**config.mk**
```make
export PLATFORM = sky130hd
export DESIGN_NAME = pcd_tx_top
export DESIGN_NICKNAME = d
export VERILOG_FILES = /design/src/source/iso14443a_tx_pkg.sv /design/src/source/tx_config.sv /design/src/source/byte_serialiser.sv /design/src/source/bit_encoder.sv /design/src/source/subcarrier.sv /design/src/source/tx.sv /design/src/source/pcd_tx_top.sv
export SDC_FILE = /design/constraint.sdc
export NUM_CORES = 1
export LEC_CHECK = 0
export ABC_AREA = 1
export ABC_CLOCK_PERIOD_IN_PS = 2300
export CORE_MARGIN = 10
export CORE_UTILIZATION = 50
export CTS_CLUSTER_DIAMETER = 200
export DETAILED_ROUTE_END_ITERATION = 12
export DONT_BUFFER_PORTS = 1
export MAX_ROUTING_LAYER = met4
export PLACE_DENSITY = 0.66
export SETUP_SLACK_MARGIN = 0.2
export SYNTH_ARGS = -nofsm -noshare
export SYNTH_HDL_FRONTEND = slang
export SYNTH_HIERARCHICAL = 1
export SYNTH_SLANG_ARGS = --single-unit
```
**constraint.sdc**
```tcl
create_clock -name clk -period 2.3 [get_ports clk]
set_input_delay 0.23 -clock clk [delete_from_list [all_inputs] [get_ports clk]]
set_output_delay 0.23 -clock clk [all_outputs]
set_load 0.01 [all_outputs]
```
**src/source/iso14443a_tx_pkg.sv**
```systemverilog
// iso14443a card transmit path: shared constants, vector types and bus structs
`default_nettype none

package iso14443a_tx_pkg;

    // carrier ticks in one bit period (fc/128, about 106 kbit/s)
    localparam int BIT_TICKS = 128;

    // ticks per subcarrier half period, gives fc/16 = 847.5 kHz
    localparam int SC_HALF_TICKS = 8;

    // tick position inside one bit period
    typedef logic [6:0] tick_cnt_t;

    // number of frames sent, wraps at 8 bits
    typedef logic [7:0] frame_count_t;

    // config register address
    // 0 is control, 1 clears the frame counter on any write
    typedef logic [0:0] cfg_addr_t;

    // one byte from the higher layer
    typedef struct packed {
        logic [7:0] data;
        // set on the final byte of a frame
        logic       last;
    } tx_byte_t;

    // one serialised bit handed to the frame sequencer
    typedef struct packed {
        logic data;
        // marks the data bit 7 or the parity bit, whichever ends the byte
        logic last_bit_in_byte;
    } tx_bit_t;

    // config write request
    typedef struct packed {
        cfg_addr_t  addr;
        logic [7:0] wdata;
    } cfg_write_t;

endpackage

`default_nettype wire

```
**src/source/tx_config.sv**
```systemverilog
// transmit config registers: parity and transmit enables plus a sent frame counter
`default_nettype none
`timescale 1ns/10ps

module tx_config (
    input  wire                                 clk,
    input  wire                                 rst_n,
    input  wire                                 cfg_valid,
    input  wire iso14443a_tx_pkg::cfg_write_t   cfg_wr,
    input  wire                                 tx_busy,
    input  wire                                 frame_done,
    output logic                                cfg_ready,
    output logic                                parity_en,
    output logic                                tx_en,
    output iso14443a_tx_pkg::frame_count_t      frame_count
);

    // register map
    localparam iso14443a_tx_pkg::cfg_addr_t ADDR_CTRL  = 1'b0;
    localparam iso14443a_tx_pkg::cfg_addr_t ADDR_CLEAR = 1'b1;

    // control register bit positions
    localparam int CTRL_TX_EN  = 0;
    localparam int CTRL_PARITY = 1;

    logic wr_fire;

    // hold off writes for the whole frame so the controls stay stable
    assign cfg_ready = !tx_busy;
    assign wr_fire   = cfg_valid && cfg_ready;

    // control bits, written on the handshake edge
    always_ff @(posedge clk or negedge rst_n) begin
        if (!rst_n) begin
            parity_en <= 1'b1;
            tx_en     <= 1'b0;
        end else if (wr_fire && (cfg_wr.addr == ADDR_CTRL)) begin
            parity_en <= cfg_wr.wdata[CTRL_PARITY];
            tx_en     <= cfg_wr.wdata[CTRL_TX_EN];
        end
    end

    // frame counter
    // a clear wins over a frame_done in the same cycle
    always_ff @(posedge clk or negedge rst_n) begin
        if (!rst_n) begin
            frame_count <= '0;
        end else if (wr_fire && (cfg_wr.addr == ADDR_CLEAR)) begin
            frame_count <= '0;
        end else if (frame_done) begin
            // wraps naturally at 8 bits
            frame_count <= frame_count + 1'b1;
        end
    end

endmodule

`default_nettype wire

```
**src/source/byte_serialiser.sv**
```systemverilog
// byte to bit serialiser: lsb first with optional odd parity after each byte
`default_nettype none
`timescale 1ns/10ps

module byte_serialiser (
    input  wire                                 clk,
    input  wire                                 rst_n,
    input  wire                                 parity_en,
    input  wire                                 tx_en,
    input  wire                                 byte_valid,
    input  wire iso14443a_tx_pkg::tx_byte_t     byte_in,
    input  wire                                 bit_req,
    output logic                                byte_ready,
    output logic                                bit_valid,
    output iso14443a_tx_pkg::tx_bit_t           bit_out
);

    // one byte holding register in front of the shifter
    iso14443a_tx_pkg::tx_byte_t buf_q;
    logic                       buf_full;

    // byte currently being shifted out
    iso14443a_tx_pkg::tx_byte_t cur_q;
    // 0..7 data bits, 8 the parity bit
    logic [3:0]                 bit_idx;
    // running odd parity over the bits sent so far
    logic                       par_q;

    logic accept;
    logic take;
    logic byte_end;

    assign byte_ready = !buf_full && tx_en;
    assign accept     = byte_valid && byte_ready;

    // current bit is the final one of its byte
    assign byte_end = parity_en ? (bit_idx == 4'd8) : (bit_idx == 4'd7);

    // move the buffered byte into the shifter
    // either to start a frame, or on the req that ends a non-last byte
    assign take = buf_full && (!bit_valid || (bit_req && byte_end && !cur_q.last));

    // bit presented to tx
    always_comb begin
        bit_out.data             = (bit_idx == 4'd8) ? par_q : cur_q.data[bit_idx[2:0]];
        bit_out.last_bit_in_byte = byte_end;
    end

    // holding register flag
    // accept only happens while empty and take only while full, so they never clash
    always_ff @(posedge clk or negedge rst_n) begin
        if (!rst_n) begin
            buf_full <= 1'b0;
        end else if (accept) begin
            buf_full <= 1'b1;
        end else if (take) begin
            buf_full <= 1'b0;
        end
    end

    // payload registers
    always_ff @(posedge clk) begin
        if (accept) begin
            buf_q <= byte_in;
        end
        if (take) begin
            cur_q <= buf_q;
        end
    end

    // shifter control
    always_ff @(posedge clk or negedge rst_n) begin
        if (!rst_n) begin
            bit_valid <= 1'b0;
            bit_idx   <= '0;
            par_q     <= 1'b1;
        end else if (take) begin
            // first bit of a fresh byte, parity restarts at 1 for odd
            bit_valid <= 1'b1;
            bit_idx   <= '0;
            par_q     <= 1'b1;
        end else if (bit_req && bit_valid) begin
            if (byte_end) begin
                // end of frame, or the sender fell behind
                bit_valid <= 1'b0;
            end else begin
                bit_idx <= bit_idx + 4'd1;
                par_q   <= par_q ^ cur_q.data[bit_idx[2:0]];
            end
        end
    end

endmodule

`default_nettype wire

```
**src/source/bit_encoder.sv**
```systemverilog
// manchester bit encoder: one bit per bit period, level then its inverse
`default_nettype none
`timescale 1ns/10ps

module bit_encoder #(
    parameter int BIT_TICKS = iso14443a_tx_pkg::BIT_TICKS
) (
    input  wire     clk,
    input  wire     rst_n,
    input  wire     en,
    input  wire     bit_data,
    input  wire     bit_valid,
    output logic    encoded_data,
    output logic    tick_req,
    output logic    last_tick
);

    localparam iso14443a_tx_pkg::tick_cnt_t LAST_CNT = iso14443a_tx_pkg::tick_cnt_t'(BIT_TICKS - 1);
    localparam iso14443a_tx_pkg::tick_cnt_t REQ_CNT  = iso14443a_tx_pkg::tick_cnt_t'(BIT_TICKS - 2);
    localparam iso14443a_tx_pkg::tick_cnt_t HALF_CNT = iso14443a_tx_pkg::tick_cnt_t'(BIT_TICKS / 2);

    iso14443a_tx_pkg::tick_cnt_t tick_cnt;
    logic                        bit_q;
    logic                        cur_bit;

    // tick counter, parked at 0 while disabled
    always_ff @(posedge clk or negedge rst_n) begin
        if (!rst_n) begin
            tick_cnt <= '0;
        end else if (!en) begin
            tick_cnt <= '0;
        end else if (tick_cnt == LAST_CNT) begin
            tick_cnt <= '0;
        end else begin
            tick_cnt <= tick_cnt + 1'b1;
        end
    end

    // capture the bit at the start of its period
    always_ff @(posedge clk) begin
        if (en && bit_valid && (tick_cnt == '0)) begin
            bit_q <= bit_data;
        end
    end

    // on tick 0 the input is used directly, later ticks use the captured copy
    assign cur_bit = (tick_cnt == '0) ? bit_data : bit_q;

    // first half carries the bit, second half its inverse
    assign encoded_data = en && ((tick_cnt < HALF_CNT) ? cur_bit : !cur_bit);

    // ask for the next bit one tick early so it is ready by tick 0
    assign tick_req  = en && bit_valid && (tick_cnt == REQ_CNT);
    assign last_tick = en && (tick_cnt == LAST_CNT);

endmodule

`default_nettype wire

```
**src/source/subcarrier.sv**
```systemverilog
// subcarrier generator: fc/16 square wave, phase restarted on every enable
`default_nettype none
`timescale 1ns/10ps

module subcarrier (
    input  wire     clk,
    input  wire     rst_n,
    input  wire     en,
    output logic    subcarrier
);

    localparam int CNT_W = $clog2(iso14443a_tx_pkg::SC_HALF_TICKS);
    localparam logic [CNT_W-1:0] HALF_LAST = CNT_W'(iso14443a_tx_pkg::SC_HALF_TICKS - 1);

    logic [CNT_W-1:0] div_cnt;

    // output low and divider cleared while off, so each frame starts in phase
    always_ff @(posedge clk or negedge rst_n) begin
        if (!rst_n) begin
            div_cnt    <= '0;
            subcarrier <= 1'b0;
        end else if (!en) begin
            div_cnt    <= '0;
            subcarrier <= 1'b0;
        end else if (div_cnt == HALF_LAST) begin
            div_cnt    <= '0;
            subcarrier <= !subcarrier;
        end else begin
            div_cnt <= div_cnt + 1'b1;
        end
    end

endmodule

`default_nettype wire

```
**src/source/tx.sv**
```systemverilog
// frame sequencer: start bit then data bits, manchester encoded onto the subcarrier
`default_nettype none
`timescale 1ns/10ps

module tx #(
    parameter int BIT_TICKS = iso14443a_tx_pkg::BIT_TICKS
) (
    input  wire                             clk,
    input  wire                             rst_n,
    input  wire                             bit_valid,
    input  wire iso14443a_tx_pkg::tx_bit_t  bit_in,
    output logic                            bit_req,
    output logic                            tx_busy,
    output logic                            frame_done,
    output logic                            tx_out
);

    typedef enum logic [1:0] {
        s_idle,
        s_start,
        s_data
    } state_t;

    state_t state;

    // encoder and subcarrier signals
    logic en;
    logic be_data;
    logic be_valid;
    logic be_tick_req;
    logic be_last_tick;
    logic encoded_data;
    logic sc;

    // frame sequencing
    always_ff @(posedge clk or negedge rst_n) begin
        if (!rst_n) begin
            state      <= s_idle;
            frame_done <= 1'b0;
        end else begin
            // single cycle pulse
            frame_done <= 1'b0;

            case (state)
                s_idle: begin
                    // a valid bit means a frame is waiting
                    if (bit_valid) begin
                        state <= s_start;
                    end
                end

                s_start: begin
                    // start bit period nearly over, first data bit is already waiting
                    if (be_tick_req) begin
                        state <= s_data;
                    end
                end

                s_data: begin
                    // nothing left after this bit, unmodulated end of frame
                    if (be_last_tick && !bit_valid) begin
                        state      <= s_idle;
                        frame_done <= 1'b1;
                    end
                end

                default: begin
                    state <= s_idle;
                end
            endcase
        end
    end

    assign en      = (state != s_idle);
    assign tx_busy = en;

    // start of communication is a logic 1
    assign be_data  = (state == s_start) ? 1'b1 : bit_in.data;
    assign be_valid = (state == s_start) || ((state == s_data) && bit_valid);

    // during data the encoder's request consumes the current bit upstream
    // the start bit is generated here, so no request goes out for it
    assign bit_req = (state == s_data) && be_tick_req;

    subcarrier sc_i (
        .clk        (clk),
        .rst_n      (rst_n),
        .en         (en),
        .subcarrier (sc)
    );

    bit_encoder #(
        .BIT_TICKS (BIT_TICKS)
    ) enc_i (
        .clk          (clk),
        .rst_n        (rst_n),
        .en           (en),
        .bit_data     (be_data),
        .bit_valid    (be_valid),
        .encoded_data (encoded_data),
        .tick_req     (be_tick_req),
        .last_tick    (be_last_tick)
    );

    // registered so no glitch from the AND reaches the load modulator
    always_ff @(posedge clk or negedge rst_n) begin
        if (!rst_n) begin
            tx_out <= 1'b0;
        end else begin
            tx_out <= sc & encoded_data;
        end
    end

endmodule

`default_nettype wire

```
**src/source/pcd_tx_top.sv**
```systemverilog
// card transmit top: config registers, byte serialiser and frame sequencer
`default_nettype none
`timescale 1ns/10ps

module pcd_tx_top #(
    parameter int BIT_TICKS = iso14443a_tx_pkg::BIT_TICKS
) (
    input  wire                                 clk,
    input  wire                                 rst_n,
    input  wire                                 cfg_valid,
    input  wire iso14443a_tx_pkg::cfg_write_t   cfg_wr,
    input  wire                                 byte_valid,
    input  wire iso14443a_tx_pkg::tx_byte_t     byte_in,
    output logic                                cfg_ready,
    output iso14443a_tx_pkg::frame_count_t      frame_count,
    output logic                                byte_ready,
    output logic                                tx_out
);

    // controls from the config block
    logic parity_en;
    logic tx_en;

    // status back from the sequencer
    logic tx_busy;
    logic frame_done;

    // bit handshake between serialiser and sequencer
    logic                      bit_valid;
    logic                      bit_req;
    iso14443a_tx_pkg::tx_bit_t bit_out;

    tx_config cfg_i (
        .clk         (clk),
        .rst_n       (rst_n),
        .cfg_valid   (cfg_valid),
        .cfg_wr      (cfg_wr),
        .tx_busy     (tx_busy),
        .frame_done  (frame_done),
        .cfg_ready   (cfg_ready),
        .parity_en   (parity_en),
        .tx_en       (tx_en),
        .frame_count (frame_count)
    );

    byte_serialiser ser_i (
        .clk        (clk),
        .rst_n      (rst_n),
        .parity_en  (parity_en),
        .tx_en      (tx_en),
        .byte_valid (byte_valid),
        .byte_in    (byte_in),
        .bit_req    (bit_req),
        .byte_ready (byte_ready),
        .bit_valid  (bit_valid),
        .bit_out    (bit_out)
    );

    tx #(
        .BIT_TICKS (BIT_TICKS)
    ) tx_i (
        .clk        (clk),
        .rst_n      (rst_n),
        .bit_valid  (bit_valid),
        .bit_in     (bit_out),
        .bit_req    (bit_req),
        .tx_busy    (tx_busy),
        .frame_done (frame_done),
        .tx_out     (tx_out)
    );

endmodule

`default_nettype wire

```
# ---- After elaboration in Yosys (flattened, before gate mapping)
# Index checks and enable logic that the tools add are counted.
dict set report totals {
  reg_bits 51
  in_bits 22
  output_inout_bits 11
  elab_cells 106
}
dict set report op_classes {
  add_sub_neg 4
  n_lt_le_gt_ge 2
  n_eq_ne 12
  n_mux 32
  bitwise_logic 3
  n_reduce_logical 35
}
# cell n
set ops {}
lappend ops {{2-to-1 mux 1 bit} 18}
lappend ops {{logical AND 1 bit} 17}
lappend ops {{2-to-1 mux 8 bit} 2}
lappend ops {{== test 7 bit, second input constant} 2}
lappend ops {{2-to-1 mux 7 bit} 2}
lappend ops {{2-to-1 mux 4 bit} 3}
lappend ops {{nonzero test 2 bit} 5}
lappend ops {{adder 8 x 1 -> 8 bit, second input constant} 1}
lappend ops {{inequality test 2 x 1 -> 1 bit, second input constant} 4}
lappend ops {{adder 7 x 1 -> 7 bit, second input constant} 1}
lappend ops {{logical NOT 7 bit} 1}
lappend ops {{less-than comparator 7 bit, second input constant} 1}
lappend ops {{logical NOT 1 bit} 6}
lappend ops {{2-to-1 mux 2 bit} 3}
lappend ops {{2-to-1 mux 3 bit} 2}
lappend ops {{one-hot mux 2 bit (3 select lines)} 1}
lappend ops {{adder 4 x 1 -> 4 bit, second input constant} 1}
lappend ops {{== test 4 x 3 -> 1 bit, second input constant} 1}
lappend ops {{== test 4 bit, second input constant} 1}
lappend ops {{less-than comparator 3 x 4 -> 1 bit, second input constant} 1}
lappend ops {{AND reduction 2 bit} 2}
lappend ops {{adder 3 x 1 -> 3 bit, second input constant} 1}
lappend ops {{binary-select mux 1 bit (select 3 bit)} 1}
lappend ops {{== test 3 bit, second input constant} 1}
lappend ops {{other kinds (9)} 10}

# ---- Logic depth before layout (Yosys ltp)
dict set report depth {
  word_depth 12
  mapped_depth 16
  ltp_nobuf 16
}

# ---- By module
# The synthesis kept the hierarchy.
# mod n_inst cells_each area_each_um2 seq_area_each_um2
set by_module_without_submodules {}
lappend by_module_without_submodules {byte_serialiser 1 106 1091.0 716.9}
lappend by_module_without_submodules {tx_config 1 60 501.7 251.5}
lappend by_module_without_submodules {bit_encoder 1 59 479.2 205.2}
lappend by_module_without_submodules {tx 1 27 192.7 100.1}
lappend by_module_without_submodules {subcarrier 1 15 167.7 100.1}

# ---- Worst setup path after synthesis
# No wires, ideal clock.
dict set report synth_timing {
  path_type {flip-flop to flip-flop}
  startpoint {reg tx_i.state[0]}
  endpoint {reg ser_i/cur_q[0] (netlist bit) (enable)}
  setup_ps 340
  arrival_time_ps 1808
  required_time_ps 1960
  setup_slack_ps 153
  stages_incl_launch_ff 11
  path_buffers 0
  synth_period_minus_slack_ps 2147
  path_cell_list {dfrtp_1 -> inv_2 -> nand2_1 -> nand2_1 -> nor4_1 -> inv_1 -> nor2_1 -> nand4_1 -> nand2_1 -> nand2_1 -> inv_1}
}
dict set report synth_via {
  word_cells_on_any_way 12
  cone_classes {eq/ne (2); reduce/logical (10)}
}
# item line_no
set synth_lines {}
lappend synth_lines {{start: declaration} tx.sv:24} ;# state_t state;
lappend synth_lines {{start signal: assignment} tx.sv:38} ;# state <= s_idle;
lappend synth_lines {{start signal: assignment} tx.sv:48} ;# state <= s_start;
lappend synth_lines {{start signal: assignment} tx.sv:55} ;# state <= s_data;
lappend synth_lines {{nonzero test 2 bit} tx.sv:74} ;# assign en = (state != s_idle);
lappend synth_lines {{named net tx_busy} pcd_tx_top.sv:25} ;# logic tx_busy;
lappend synth_lines {{logical AND 1 bit (2 in a row)} bit_encoder.sv:53} ;# assign tick_req = en && bit_valid && (tick_cnt == REQ_CNT);
lappend synth_lines {{named net tx_i.be_tick_req} tx.sv:30} ;# logic be_tick_req;
lappend synth_lines {{logical AND 1 bit} tx.sv:83} ;# assign bit_req = (state == s_data) && be_tick_req;
lappend synth_lines {{named net bit_req} pcd_tx_top.sv:30} ;# logic bit_req;
lappend synth_lines {{logical AND 1 bit (2 in a row)} byte_serialiser.sv:41} ;# assign take = buf_full && (!bit_valid || (bit_req && byte_end && !cur_q.last));
lappend synth_lines {{logical OR 1 bit} byte_serialiser.sv:41}
lappend synth_lines {{logical AND 1 bit} byte_serialiser.sv:41}
lappend synth_lines {{named net ser_i.take} byte_serialiser.sv:30} ;# logic take;
lappend synth_lines {{end signal: assignment} byte_serialiser.sv:67} ;# cur_q <= buf_q;
lappend synth_lines {{end: declaration} byte_serialiser.sv:23} ;# iso14443a_tx_pkg::tx_byte_t cur_q;
# The timed path passes the listed nets, and every way through them passes these cells.
# A chain may end at the register's enable or synchronous reset.

# ---- Worst setup path in the final report
dict set report layout_timing {
  startpoint {reg tx_i.enc_i.tick_cnt[0]}
  endpoint {reg ser_i/cur_q[0] (netlist bit) (enable)}
}
dict set report layout_via {
  elab_chain_cells 7
}
# item line_no
set layout_rtl {}
lappend layout_rtl {{start: declaration} bit_encoder.sv:22} ;# iso14443a_tx_pkg::tick_cnt_t tick_cnt;
lappend layout_rtl {{start signal: assignment} bit_encoder.sv:35} ;# tick_cnt <= tick_cnt + 1'b1;
lappend layout_rtl {{== test 7 bit} bit_encoder.sv:53}
lappend layout_rtl {{logical AND 1 bit} bit_encoder.sv:53}
lappend layout_rtl {{named net tx_i.be_tick_req} tx.sv:30}
lappend layout_rtl {{logical AND 1 bit} tx.sv:83}
lappend layout_rtl {{named net bit_req} pcd_tx_top.sv:30}
lappend layout_rtl {{logical AND 1 bit (2 in a row)} byte_serialiser.sv:41}
lappend layout_rtl {{logical OR 1 bit} byte_serialiser.sv:41}
lappend layout_rtl {{logical AND 1 bit} byte_serialiser.sv:41}
# The timed path passes the listed nets, and every way through them passes these cells.

==> flow_summary_export.csv <==
group,metric,value,unit
run_status,status,"finished clean",
global_routing,antenna_found_initial,0,
drt,wl_met2,1.935,mm
timing,slew-limit-headroom,0.7793,
die,design.core.area,4723,sq um
synth,avgSynthCellArea,9.116,sq um
placed_design,dp_hpwl,3.075,mm
worst_setup_path,crit_fanout,5,
timing,fin_crit,2028,ps
clocking,cts_buffers,5,
die,row_count,25,
global_routing,grtUsageTotal,0.1154,
layout,post-route-util,0.5799,
synth,postSynthCellCount,266,
layout,layout-drive-gt1-share,0.1667,
worst_setup_path,path_cells,"inv_1, ha_1, nand2_1, nor4_4, inv_1, nor2_2, nand4_1, nand2_1, nand2_4, clkinvlp_4",
die,initial_core_util,0.5134,
clocking,clockBufferDepth,2,
worst_setup_path,crit_path_end_kind,"flip-flop",
clocking,clock_sinks,51,
synth,synth_nets,296,
drt,drc,0,
die,die_w,89.64,um
worst_setup_path,r2r_slack,270,ps
power_and_ir_drop,power.density,587.1,nW/um^2
worst_setup_path,required,2300,ps
worst_setup_path,crit_path_start,"tx_i/enc_i/tick_cnt[0]",
drt,m1WireLength,1.997,mm
drt,first_pass_iters,4,
global_routing,grt_max_degree,33,
worst_setup_path,arrival,2030,ps
placed_design,place_congestion,0.8278,
job,cap_violations,0,
timing,setup_viol,0,
worst_setup_path,r2r_start,"tx_i/enc_i/tick_cnt[0]",
power_and_ir_drop,p_comb_frac,0.021,
power_and_ir_drop,power,0.001608,W
die,ios,33,
timing,finalHoldViolations,0,
die,dieArea,8035,sq um
drt,via_per_inst,4.722,
synth,ys_warn_count,6,
power_and_ir_drop,swShare,0.1994,
worst_setup_path,cp_top_family,"simple AND/OR/NAND/NOR gates",
worst_setup_path,rr_worst_depth,10,
worst_setup_path,path_buf_inv,3,
drt,dr_wl_met3,231,um
die,die_h,89.64,um
clocking,cts_root_buffer,"clkbuf_8",
clocking,clkLatencyLatePin,300,ps
worst_setup_path,r2r_end,"ser_i/cur_q[0]",
global_routing,gr-total-overflow,0,
global_routing,grt_pass1_vias,1648,
worst_hold_path,hold_class,"primary input to flip-flop",
clocking,cts_max_level,2,
timing,tightestPinTransition,330.6,ps
synth,synth_area,2425,sq um
power_and_ir_drop,clkPwrFrac,0.380,
drt,vias,1648,
power_and_ir_drop,leakage,1.350,nW
timing,fin_crit_sh,0.8818,
power_and_ir_drop,vdd_ir_drop_max,0.3465,mV
timing,maxSlewViolCount,0,
global_routing,grt_pass1_wl,7.107,mm
drt,highest_layer,"met4",
timing,clock-skew-final,7.221,ps
layout,diodes,0,
power_and_ir_drop,switchingPower,0.0003206,W
drt,finalWirelength,4.205,mm
placed_design,placed_cell_area,2524,sq um
worst_setup_path,cp.depth,10,
power_and_ir_drop,p_int,0.001287,W
clocking,cts_tree,"done",
power_and_ir_drop,p_seq_frac,0.599,
layout,finish.net_count,311,
clocking,clk_pin_slew,90,ps
worst_setup_path,setup.worst_path.start_class,"flip-flop",
drt,wl_per_cell,12.05,um
drt,drtIter0Drc,107,
timing,fmax,493.1,MHz
timing,rsz0062_at_grt,"no",
worst_setup_path,crit_end,"ser_i/cur_q[0]",
layout,design_area,2739,sq um
timing,finalSetupTns,0,ps
drt,ant_nets,0,
placed_design,io_buffers,0,
worst_setup_path,worst_path_max_delay_cell,"dfrtp_2",
timing,holdWs,21.01,ps
worst_setup_path,critPathKind,"flip-flop to flip-flop",
worst_setup_path,cpPeakStageDelay,430,ps
layout,syn_to_final_growth,12.95,%
==> timing repair <==
item                                    4_1_cts  5_1_grt
buffers inserted                              1        2
endpoints found under the setup margin       14       14
endpoints found under the hold margin        32        0
gates cloned                                  1        0
hold buffers                                  2        0
gates resized for setup                       5        3
pin swaps                                     1        1
==> registers in the layout (all words and copies together), names as in the netlist, 2 cells and up <==
name                 cells
cfg_i/frame_count        8
ser_i/bit_idx            4
ser_i/buf_q              9
ser_i/cur_q              9
tx_i/enc_i/tick_cnt      7
tx_i/sc_i/div_cnt        3
tx_i/state               2
==> metal layers <==
layer	track usage	vias to the layer above
li1	-	865
met1	0.1389	742
met2	0.1873	37
met3	0.02888	4
met4	0.03468	0
met5	-	-
==> cell usage in the layout, fill, tap and decap left out, types with 2 or more instances in the layout <==
master	count
dfrtp_1	28
nor3_1	2
nor2_4	2
buf_4	4
nor2_2	5
o21ai_0	6
nand4_1	3
inv_1	43
nand2_4	2
a21oi_1	6
dfstp_2	2
nor2_1	21
buf_12	2
dfrtp_2	2
nand3_1	21
ha_1	8
nand2_2	4
edfxtp_1	19
clkbuf_8	5
nand3_2	3
nand2_1	73
inv_2	5
==> final cells by class <==
cell class / instances / area, sq um
timing repair buffer: 7 / 80.08
clock inverter: 3 / 43.79
inverter: 49 / 186.4
multi-input combinational: 166 / 892.1
tap: 67 / 83.83
timing repair inverter: 1 / 7.507
fill: 422 / 1984
sequential: 51 / 1376
clock buffer: 5 / 68.82
==> worst min-delay path by stage <==
stage               startpoint                   end  slack [ps]  depth (start not counted)
floorplan                rst_n  cfg_i/frame_count[0]         -70                          0
global placement         rst_n      ser_i/bit_idx[0]         -60                          0
detailed placement       rst_n           cfg_i/tx_en         -60                          0
CTS                 byte_in[6]        ser_i/buf_q[6]          10                          0
global route        byte_in[6]        ser_i/buf_q[6]           2                          0
finish              byte_in[6]        ser_i/buf_q[6]          20                          0
==> power groups by stage <==
stage               logic (W)  registers [W]  clock network, W
global placement    0.0000171       0.000980                 0
global route        0.0000390       0.000966          0.000669
detailed placement  0.0000176       0.000981                 0
CTS                 0.0000350       0.000962          0.000628
floorplan           0.0000136       0.000979                 0
finish              0.0000335       0.000964          0.000611
==> per-stage QoR <==
stage	setup WS [ps]	std cells
finish	272.0	349
global route	174.6	349
CTS	211.1	347
detailed placement	33.77	335
global placement	118.1	335
floorplan	258.1	266
(Power assumes the default switching activity.)
